===== config.mk =====
export PLATFORM = sky130hd
export DESIGN_NAME = fetch_top
export DESIGN_NICKNAME = d
export VERILOG_FILES = /design/src/common/fetch_pkg.sv /design/src/fetch/fetch_unit.sv /design/src/icache/icache.sv /design/src/source/fetch_top.sv
export VERILOG_INCLUDE_DIRS = /design/src /design/src/common
export SDC_FILE = /design/constraint.sdc
export NUM_CORES = 2
export LEC_CHECK = 0
export ABC_CLOCK_PERIOD_IN_PS = 31100
export BUFFER_PORTS_ARGS = -buffer_cell sky130_fd_sc_hd__buf_2
export CAP_MARGIN = 15
export CORE_MARGIN = 4
export CORE_UTILIZATION = 50
export CTS_CLUSTER_DIAMETER = 150
export DETAILED_ROUTE_END_ITERATION = 8
export HOLD_SLACK_MARGIN = 0.02
export PLACE_DENSITY = 0.66
export SETUP_SLACK_MARGIN = 0.02
export SLEW_MARGIN = 20
export SYNTH_ARGS = -nofsm -noshare
export SYNTH_HDL_FRONTEND = slang
export SYNTH_SLANG_ARGS = --single-unit

===== constraint.sdc =====
create_clock -name clk -period 31.1 [get_ports clk]
set_input_delay 4.665 -clock clk [delete_from_list [all_inputs] [get_ports clk]]
set_output_delay 4.665 -clock clk [all_outputs]
set_load 0.02 [all_outputs]

===== src/common/fetch_defs.svh =====
// widths and cache geometry shared by the fetch front end
// line size is fixed at 16 bytes, INDEX_W may change and only the tag split moves
`ifndef FETCH_DEFS_SVH
`define FETCH_DEFS_SVH

// address and pc width
`define XLEN 64

// instruction width, no compressed forms
`define INSTR_W 32

// cache line and memory data width in bits
`define LINE_W 128

// byte offset bits inside one line, 16 bytes per line
`define LINE_OFFSET_W 4

// first pc after reset
`define RESET_PC 64'h0000_0000_8000_0000

// set index bits, 4 gives 16 lines
// index sits right above the line offset, tag takes the rest
`define INDEX_W 4

// cache response width, one doubleword picked by address bit 3
`define DWORD_W 64

`endif


===== src/common/fetch_pkg.sv =====
// state types for the fetch unit and the instruction cache
// both FSMs use two-bit encodings
package fetch_pkg;

    // fetch unit FSM
    // IDLE      no request open, cpu_req may be raised here
    // WAIT_RESP one cache request open, waiting on cpu_resp
    // HOLD      instruction held for decode until id_accept
    typedef enum logic [1:0] {
        IDLE      = 2'b00,
        WAIT_RESP = 2'b01,
        HOLD      = 2'b10
    } fetch_state_e;

    // instruction cache FSM
    // READY   takes a new request, also does the tag lookup cycle
    // REFILL  memory request held until mem_ready
    // RESPOND one cycle of cpu_resp with the selected doubleword
    typedef enum logic [1:0] {
        READY   = 2'b00,
        REFILL  = 2'b01,
        RESPOND = 2'b10
    } cache_state_e;

endpackage


===== src/fetch/fetch_unit.sv =====
// pc register and fetch request control, one cache request open at most
// pc only moves on a redirect, a consumed pc is not fetched again
`include "fetch_defs.svh"

module fetch_unit (
    input  logic                clk,
    input  logic                rst,
    input  logic                next_pc_valid,
    input  logic                stall,
    input  logic [`XLEN-1:0]    next_pc,
    input  logic                id_accept,
    input  logic                cpu_resp,
    input  logic [`DWORD_W-1:0] cpu_rdata,
    output logic [`XLEN-1:0]    pc,
    output logic [`INSTR_W-1:0] instr,
    output logic                instr_valid,
    output logic                fetch_busy,
    output logic                cpu_req,
    output logic [`XLEN-1:0]    cpu_addr
);

    fetch_pkg::fetch_state_e state;
    fetch_pkg::fetch_state_e state_next;

    // redirect accepted this cycle
    logic pc_load;
    // current pc still owes an instruction to decode
    logic pending;
    // open request belongs to an older pc
    logic stale;
    // good response for the current pc
    logic delivered;

    assign pc_load = next_pc_valid && !stall;

    // word aligned fetch address
    assign cpu_addr = {pc[`XLEN-1:2], 2'b00};

    assign instr_valid = (state == fetch_pkg::HOLD);

    // request raised or in flight, never while holding
    assign fetch_busy = cpu_req || (state == fetch_pkg::WAIT_RESP);

    // a redirect on the response edge also makes the data useless
    assign delivered = (state == fetch_pkg::WAIT_RESP) && cpu_resp && !stale && !pc_load;

    always_comb begin
        state_next = state;
        case (state)
            fetch_pkg::IDLE: begin
                // cache is READY whenever we sit in IDLE, so cpu_req is taken
                if (cpu_req) begin
                    state_next = fetch_pkg::WAIT_RESP;
                end
            end
            fetch_pkg::WAIT_RESP: begin
                if (cpu_resp) begin
                    state_next = delivered ? fetch_pkg::HOLD : fetch_pkg::IDLE;
                end
            end
            fetch_pkg::HOLD: begin
                // redirect drops the held word, accept hands it over
                if (pc_load || id_accept) begin
                    state_next = fetch_pkg::IDLE;
                end
            end
            default: begin
                state_next = fetch_pkg::IDLE;
            end
        endcase
    end

    always_ff @(posedge clk) begin
        if (rst) begin
            state <= fetch_pkg::IDLE;
        end else begin
            state <= state_next;
        end
    end

    always_ff @(posedge clk) begin
        if (rst) begin
            pc <= `RESET_PC;
        end else if (pc_load) begin
            pc <= next_pc;
        end
    end

    // reset pc must be fetched without a redirect
    always_ff @(posedge clk) begin
        if (rst) begin
            pending <= 1'b1;
        end else if (pc_load) begin
            pending <= 1'b1;
        end else if (delivered) begin
            pending <= 1'b0;
        end
    end

    // registered so it is low in the first cycle after reset
    // high from the edge that lands in IDLE until the request is taken
    always_ff @(posedge clk) begin
        if (rst) begin
            cpu_req <= 1'b0;
        end else begin
            cpu_req <= (state_next == fetch_pkg::IDLE) && (pending || pc_load);
        end
    end

    always_ff @(posedge clk) begin
        if (rst) begin
            stale <= 1'b0;
        end else if (state == fetch_pkg::IDLE) begin
            // request goes out with the old pc on the redirect edge
            stale <= cpu_req && pc_load;
        end else if (state == fetch_pkg::WAIT_RESP) begin
            if (cpu_resp) begin
                stale <= 1'b0;
            end else if (pc_load) begin
                stale <= 1'b1;
            end
        end else begin
            stale <= 1'b0;
        end
    end

    // pc bit 2 picks the word inside the returned doubleword
    always_ff @(posedge clk) begin
        if (delivered) begin
            instr <= pc[2] ? cpu_rdata[`DWORD_W-1 -: `INSTR_W] : cpu_rdata[`INSTR_W-1:0];
        end
    end

endmodule


===== src/icache/icache.sv =====
// direct-mapped read-only instruction cache, one refill open at a time
// request taken in READY, answer is one doubleword picked by address bit 3
`include "fetch_defs.svh"

module icache (
    input  logic                clk,
    input  logic                rst,
    input  logic                cpu_req,
    input  logic [`XLEN-1:0]    cpu_addr,
    input  logic                mem_ready,
    input  logic [`LINE_W-1:0]  mem_rdata,
    output logic                cpu_resp,
    output logic [`DWORD_W-1:0] cpu_rdata,
    output logic                mem_valid,
    output logic [`XLEN-1:0]    mem_addr
);

    localparam int OFFSET_W = `LINE_OFFSET_W;
    localparam int LINES    = 1 << `INDEX_W;
    // everything above index and offset
    localparam int TAG_W    = `XLEN - `INDEX_W - OFFSET_W;

    fetch_pkg::cache_state_e state;

    // lookup cycle after a request is taken, state stays READY meanwhile
    logic lookup;
    // request address, bits below 3 never matter here
    logic [`XLEN-1:3] addr_q;

    // storage
    logic [LINES-1:0]  valid;
    logic [TAG_W-1:0]  tag_mem  [LINES];
    logic [`LINE_W-1:0] data_mem [LINES];

    // fields of the registered address
    logic [`INDEX_W-1:0] index;
    logic [TAG_W-1:0]    tag;

    logic                take_req;
    logic                hit;
    logic                refill_done;
    logic [`LINE_W-1:0]  line;

    assign index = addr_q[OFFSET_W +: `INDEX_W];
    assign tag   = addr_q[`XLEN-1 -: TAG_W];

    // no new request during the lookup cycle
    assign take_req = cpu_req && (state == fetch_pkg::READY) && !lookup;

    assign hit = valid[index] && (tag_mem[index] == tag);

    assign refill_done = (state == fetch_pkg::REFILL) && mem_ready;

    always_ff @(posedge clk) begin
        if (rst) begin
            state  <= fetch_pkg::READY;
            lookup <= 1'b0;
        end else begin
            lookup <= take_req;
            case (state)
                fetch_pkg::READY: begin
                    // tag compare on the registered address
                    if (lookup) begin
                        state <= hit ? fetch_pkg::RESPOND : fetch_pkg::REFILL;
                    end
                end
                fetch_pkg::REFILL: begin
                    // line and tag are written on this same edge
                    if (mem_ready) begin
                        state <= fetch_pkg::RESPOND;
                    end
                end
                fetch_pkg::RESPOND: begin
                    state <= fetch_pkg::READY;
                end
                default: begin
                    state <= fetch_pkg::READY;
                end
            endcase
        end
    end

    // held through lookup, refill and respond
    always_ff @(posedge clk) begin
        if (take_req) begin
            addr_q <= cpu_addr[`XLEN-1:3];
        end
    end

    // all lines invalid after reset
    always_ff @(posedge clk) begin
        if (rst) begin
            valid <= '0;
        end else if (refill_done) begin
            valid[index] <= 1'b1;
        end
    end

    // a conflicting line at this index is simply overwritten
    always_ff @(posedge clk) begin
        if (refill_done) begin
            tag_mem[index]  <= tag;
            data_mem[index] <= mem_rdata;
        end
    end

    // memory request, stable until mem_ready since addr_q cannot change
    assign mem_valid = (state == fetch_pkg::REFILL);
    assign mem_addr  = {addr_q[`XLEN-1:OFFSET_W], {OFFSET_W{1'b0}}};

    // answer always reads the array, also right after a refill
    assign line      = data_mem[index];
    assign cpu_resp  = (state == fetch_pkg::RESPOND);
    assign cpu_rdata = addr_q[3] ? line[`LINE_W-1 -: `DWORD_W] : line[`DWORD_W-1:0];

endmodule


===== src/source/fetch_top.sv =====
// fetch front end top, fetch unit in front of the instruction cache
// memory side is a single line refill port with valid/ready
`include "fetch_defs.svh"

module fetch_top (
    input  logic                clk,
    input  logic                rst,
    input  logic                next_pc_valid,
    input  logic                stall,
    input  logic [`XLEN-1:0]    next_pc,
    input  logic                id_accept,
    input  logic                mem_ready,
    input  logic [`LINE_W-1:0]  mem_rdata,
    output logic [`XLEN-1:0]    pc,
    output logic [`INSTR_W-1:0] instr,
    output logic                instr_valid,
    output logic                fetch_busy,
    output logic                mem_valid,
    output logic [`XLEN-1:0]    mem_addr
);

    // fetch unit to cache
    logic                cpu_req;
    logic [`XLEN-1:0]    cpu_addr;
    logic                cpu_resp;
    logic [`DWORD_W-1:0] cpu_rdata;

    fetch_unit u_fetch_unit (
        .clk           (clk),
        .rst           (rst),
        .next_pc_valid (next_pc_valid),
        .stall         (stall),
        .next_pc       (next_pc),
        .id_accept     (id_accept),
        .cpu_resp      (cpu_resp),
        .cpu_rdata     (cpu_rdata),
        .pc            (pc),
        .instr         (instr),
        .instr_valid   (instr_valid),
        .fetch_busy    (fetch_busy),
        .cpu_req       (cpu_req),
        .cpu_addr      (cpu_addr)
    );

    icache u_icache (
        .clk       (clk),
        .rst       (rst),
        .cpu_req   (cpu_req),
        .cpu_addr  (cpu_addr),
        .mem_ready (mem_ready),
        .mem_rdata (mem_rdata),
        .cpu_resp  (cpu_resp),
        .cpu_rdata (cpu_rdata),
        .mem_valid (mem_valid),
        .mem_addr  (mem_addr)
    );

endmodule


-- Word level (Yosys, flattened, before mapping)
Memory sizes are Yosys's and may differ from the RTL's. A register that Yosys moved wholly into a read port is not among the register bits.
Cells that the tools add are included.
- equality and inequality tests: 8
- magnitude comparators: 2
- reductions and logical operators: 23
- bitwise operators: 1
- mux-type cells: 23
- operators with widths (operator ; number):
    2-to-1 mux 64 bit ; 1
    equality test 56 bit ; 1
    2-to-1 mux 32 bit ; 1
    bitwise OR 16 bit ; 1
    2-to-1 mux 2 bit ; 7
    logical AND 1 bit ; 11
    2-to-1 mux 1 bit ; 8
    2-to-1 mux 4 bit ; 2
    logical NOT 2 bit ; 3
    case mux 2 bit (3 select lines) ; 1
    less-than comparator 4 x 5 -> 1 bit, second input constant ; 1
    binary-select mux 1 bit (select 4 bit) ; 1
    demux 1 bit (select 4 bit) ; 1
    equality test 2 x 1 -> 1 bit, second input constant ; 2
    equality test 2 bit, second input constant ; 2
    greater-or-equal comparator 4 x 1 -> 1 bit, second input constant ; 1
    logical NOT 1 bit ; 4
    != test 4 x 1 -> 1 bit, second input constant ; 1
    case mux 2 bit (2 select lines) ; 1
    logical OR 1 bit ; 3
    != test 2 x 1 -> 1 bit, second input constant ; 1
    != test 2 bit, second input constant ; 1
    AND reduction 2 bit ; 1
    OR reduction 2 bit ; 1
- output and inout port bits: 163
- register bits: 181
- memories kept: 2
- RAM bits: 2944
- input bits: 198
- logic and storage cells: 69
- memories (memory ; depth ; bits a word ; read ports ; clocked after memory_dff ; write ports ; line ; source):
    u_icache.data_mem ; 16 ; 128 ; 1 ; 1 ; 1 ; icache.sv:33 ; logic [`LINE_W-1:0] data_mem [LINES];
    u_icache.tag_mem ; 16 ; 56 ; 1 ; 1 ; 1 ; icache.sv:32 ; logic [TAG_W-1:0] tag_mem [LINES];

-- Logic depth before layout (Yosys ltp)
- word-level depth: 9
- gate-level depth with buffers: 15
- depth with buffers taken out: 9

-- Hierarchy
From an unflattened synthesis, not the netlist that was laid out.
- cell total of the unflattened synthesis: 5351
- area total of the unflattened synthesis: 120365.4 um2
- modules (own cells, without submodules) (module ; seq. area each (um2) ; cells each ; instances ; area an instance (um2)):
    icache ; 90697.0 ; 4914 ; 1 ; 116113.9
    fetch_unit ; 2342.2 ; 437 ; 1 ; 4251.6

-- Worst setup path before layout
Ideal clock, no wire load.
- kind: input-to-reg
- from: input mem_ready
- to: memory u_icache.data_mem[0][0] (netlist bit) (enable)
- stages: 3
- path buffers: 0
- arrival: 17.539 ns
- library setup time: 0.955 ns
- required time: 30.145 ns
- path slack: 12.605 ns
- cells stage by stage: nand2_1 -> or3_1 -> nor3_1
- word-level cells in the longest chain between the ends: 3
- ends and longest elaborated chain (element ; line ; source):
    start, declared ; fetch_top.sv:12 ; input logic mem_ready,
    logical AND 1 bit ; icache.sv:52 ; assign refill_done = (state == fetch_pkg::REFILL) && mem_ready;
    2-to-1 mux 1 bit ; icache.sv:101 ; if (refill_done) begin
    2-to-1 mux 1 bit (not written as such) ; icache.sv:103 ; data_mem[index] <= mem_rdata;
    end, declared ; icache.sv:33 ;
Every way passes these cells.

-- Final worst setup path
- from: input mem_ready
- to: memory u_icache.data_mem[3][60] (netlist bit) (enable)
The elaborated chain is that of the path after synthesis.

==> out/metrics.cfg <==
[global_routing]
grt_max_degree = 146
grt_pass1_wl_um = 403200
antenna_found_initial = 68
grtUsageTotal = 0.2236
overflow = 0
first_global_vias = 57419

[sta]
setup-violations-final = 0
fmax_mhz = 122.8
rsz0062_at_grt = no
tns_ns = 0
worst_pin_slew_ns = 1.351
fin_skew_ns = 0.05962
hold_violations = 0
fin_crit_sh = 0.2619
finalCriticalPeriod_ns = 8.146
slew_violations = 0
worst_slack_ns = 22.95
worst_slew_margin_rel = 0.09921

[drt]
drtIter0Drc = 6638
avgViaCountPerCell = 6.145
routedWlPerCell_um = 30.41
drc_errors = 0
ant_nets = 0
routed_wl_um = 276000
firstDrtPassIters = 6
dr_total_vias = 55776

[clock_tree]
cts_buffer_depth = 4
postCtsSetupBuffers = 0
postCtsHoldBufs = 0
htreeDepth = 5
numCtsBuffers = 333
cts_root_buf = clkbuf_16
cts_sinks = 3129
cts_tree = done
cts_resized = 0
clk_pin_slew_ns = 0.06
clkLatencyLatePin_ns = 0.93

[setup_path]
cp.arrival_ns = 8.68
cp.required_ns = 31.63
path_class = input pin to flop
cp-end-kind = flop
crit_fanout = 42
cp-start-kind = input pin

[die]
core_sq_um = 237900
rows = 179
ios = 361
die-area_sq_um = 246900
die_w_um = 496.9
initial_core_util = 0.5024
die_h_um = 496.9

[place]
hpwlAfterDp_um = 148500
dp_slack_ns = 22.06
place_congestion = 0.7776
port_buffers = 356

[power_and_ir_drop]
p_leak_nw = 42.47
p_per_area_nw_per_um2 = 69.61
ir_drop_uv = 45.62

[layout]
drive_above_1_share = 0.3092
final_nets = 5851
areaGrowthSynthToFinish_pct = 13.13
fill_cells = 17154

[run]
drv_cap = 0

[status]
status = finished, final reports clean

[logic_synthesis]
synthCells = 5174
ys_ff_latch = 3129
ys_seq_area_frac = 0.7785
synth-main-ff-cell = edfxtp_1
syn_avg_cell_area_sq_um = 23.10
ys_types = 71
async_flop_share = 0
synth_edf_count = 3037
syn_area_sq_um = 119500
ys_warn_count = 0

[worst_hold_path]
worstHoldPathType = flop to flop

[critical path, cell delays in order]
cell and delay, ns:
buf_2 0.16, nand2_1 0.09, or3_1 0.48, nor2_4 0.89, buf_4 0.73, buf_4 0.81
buf_4 0.72
[registers in the layout (all words and copies together), names as in the netlist, named ones only]
name / flops
u_icache.valid: 16
u_icache.tag_mem: 896
u_fetch_unit.state: 2
u_fetch_unit.pending: 1
u_icache.data_mem: 2048
u_icache.state: 2
u_fetch_unit.cpu_req: 1
u_fetch_unit.stale: 1
u_fetch_unit.instr: 32
u_fetch_unit.pc: 64
u_icache.lookup: 1
u_icache.addr_q: 61
[cells in the mapped netlist (6+ instances only)]
master,count,area (sq um)
a221oi_1,7,61.31
o31ai_1,7,52.55
nor3_1,15,75.07
xnor2_1,41,359.1
mux2_2,28,315.3
buf_6,23,259.0
buf_2,109,545.5
o22ai_1,24,150.1
nand3_1,8,40.04
a21oi_1,86,430.4
nand2b_1,17,106.4
nor2b_1,25,156.4
nor2_1,74,277.8
mux4_2,852,19190
buf_1,32,120.1
xor2_1,17,148.9
a31oi_1,17,106.4
nand2_1,224,840.8
buf_4,89,668.1
dfxtp_1,92,1842
and3_1,6,37.54
a211oi_1,19,142.6
a22oi_1,24,180.2
mux2i_1,108,1081
clkbuf_1,77,289.0
o21ai_0,17,85.08
o211ai_1,6,45.04
nand4_1,10,62.56
edfxtp_1,3037,91200
inv_1,9,33.78
[where the power goes]
group / switching, W / total (W) / internal, W
registers: 0.0000524 / 0.00472 / 0.00466
clock network: 0.00155 / 0.00385 / 0.00230
logic: 0.000461 / 0.000844 / 0.000383
[cell usage in the layout (no fill, tap or decap), drive strengths merged, types with 4 or more instances in the layout]
cell type	count
nand2	224
nor3	15
clkinvlp	9
nand2b	17
nor2	75
a221oi	7
dfxtp	92
o2111ai	4
nor2b	25
and3	6
buf	471
a22oi	24
a21oi	86
xor2	17
xnor2	41
clkinv	120
o211ai	6
or3	4
mux4	852
nor4	4
mux2	29
a211oi	19
a22o	5
nand3b	4
nand4	10
conb	4
diode	18
bufinv	36
edfxtp	3037
o31ai	7
clkbuf	404
a31oi	17
mux2i	108
inv	16
and2	4
o22ai	24
nand3	8
o21ai	19
[routing by layer]
layer	wire length (um)	vias up	global-route usage
li1	-	22813	-
met4	6795	30	0.05912
met2	131100	2439	0.3446
met1	114600	30045	0.3269
met3	23320	449	0.05199
met5	186	-	0
[final timing paths]
kind,from,end,slack (ns),cells past startpoint
worst min register to register,u_fetch_unit.pc[51],u_icache.addr_q[51],0.45,0
worst min-delay path,u_fetch_unit.pc[51],u_icache.addr_q[51],0.45,0
worst max-delay path,mem_ready,u_icache.data_mem[3][60],22.95,7
worst max register to register,flop,u_fetch_unit.instr[22],25.11,7
[per-stage QoR]
step	cell area, sq um	hold slack (ns)	total power (W)	util	cells
floorplan	119500	0.4348	0.005384	-	5177
global placement	124600	0.4305	0.005651	0.5239	8484
detailed placement	124600	0.4360	0.005661	0.5239	8484
CTS	135100	0.4384	0.009500	0.5681	9058
global route	135200	0.4526	0.009728	0.5683	9064
finish	135200	0.4471	0.009411	0.5684	9077
[cells by family (layout without fill, tap and decap cells)]
group	Yosys count	after routing	synth area share
AO/OA/AOI/OAI	245	245	0.01334
XOR/XNOR	58	58	0.004251
buffers and inverters	341	1056	0.01609
flip-flops	3129	3129	0.7785
multiplexers	989	989	0.1723
other	1	22	0.00003138
AND/OR/NAND/NOR	411	411	0.01541
[cell type report]
class | instances | area, sq um | share of cell area
inverters | 11 | 43.79 | 0.0003239
clock buffers | 404 | 8798 | 0.06508
clock inverters | 170 | 1725 | 0.01276
flip-flops and latches | 3129 | 93060 | 0.6883
well taps | 3167 | 3963 | 0.02931
diodes | 18 | 45.04 | 0.0003332
multi-input cells | 1707 | 24690 | 0.1826
repair buffers | 471 | 2880 | 0.02130
(Power assumes the default switching activity.)
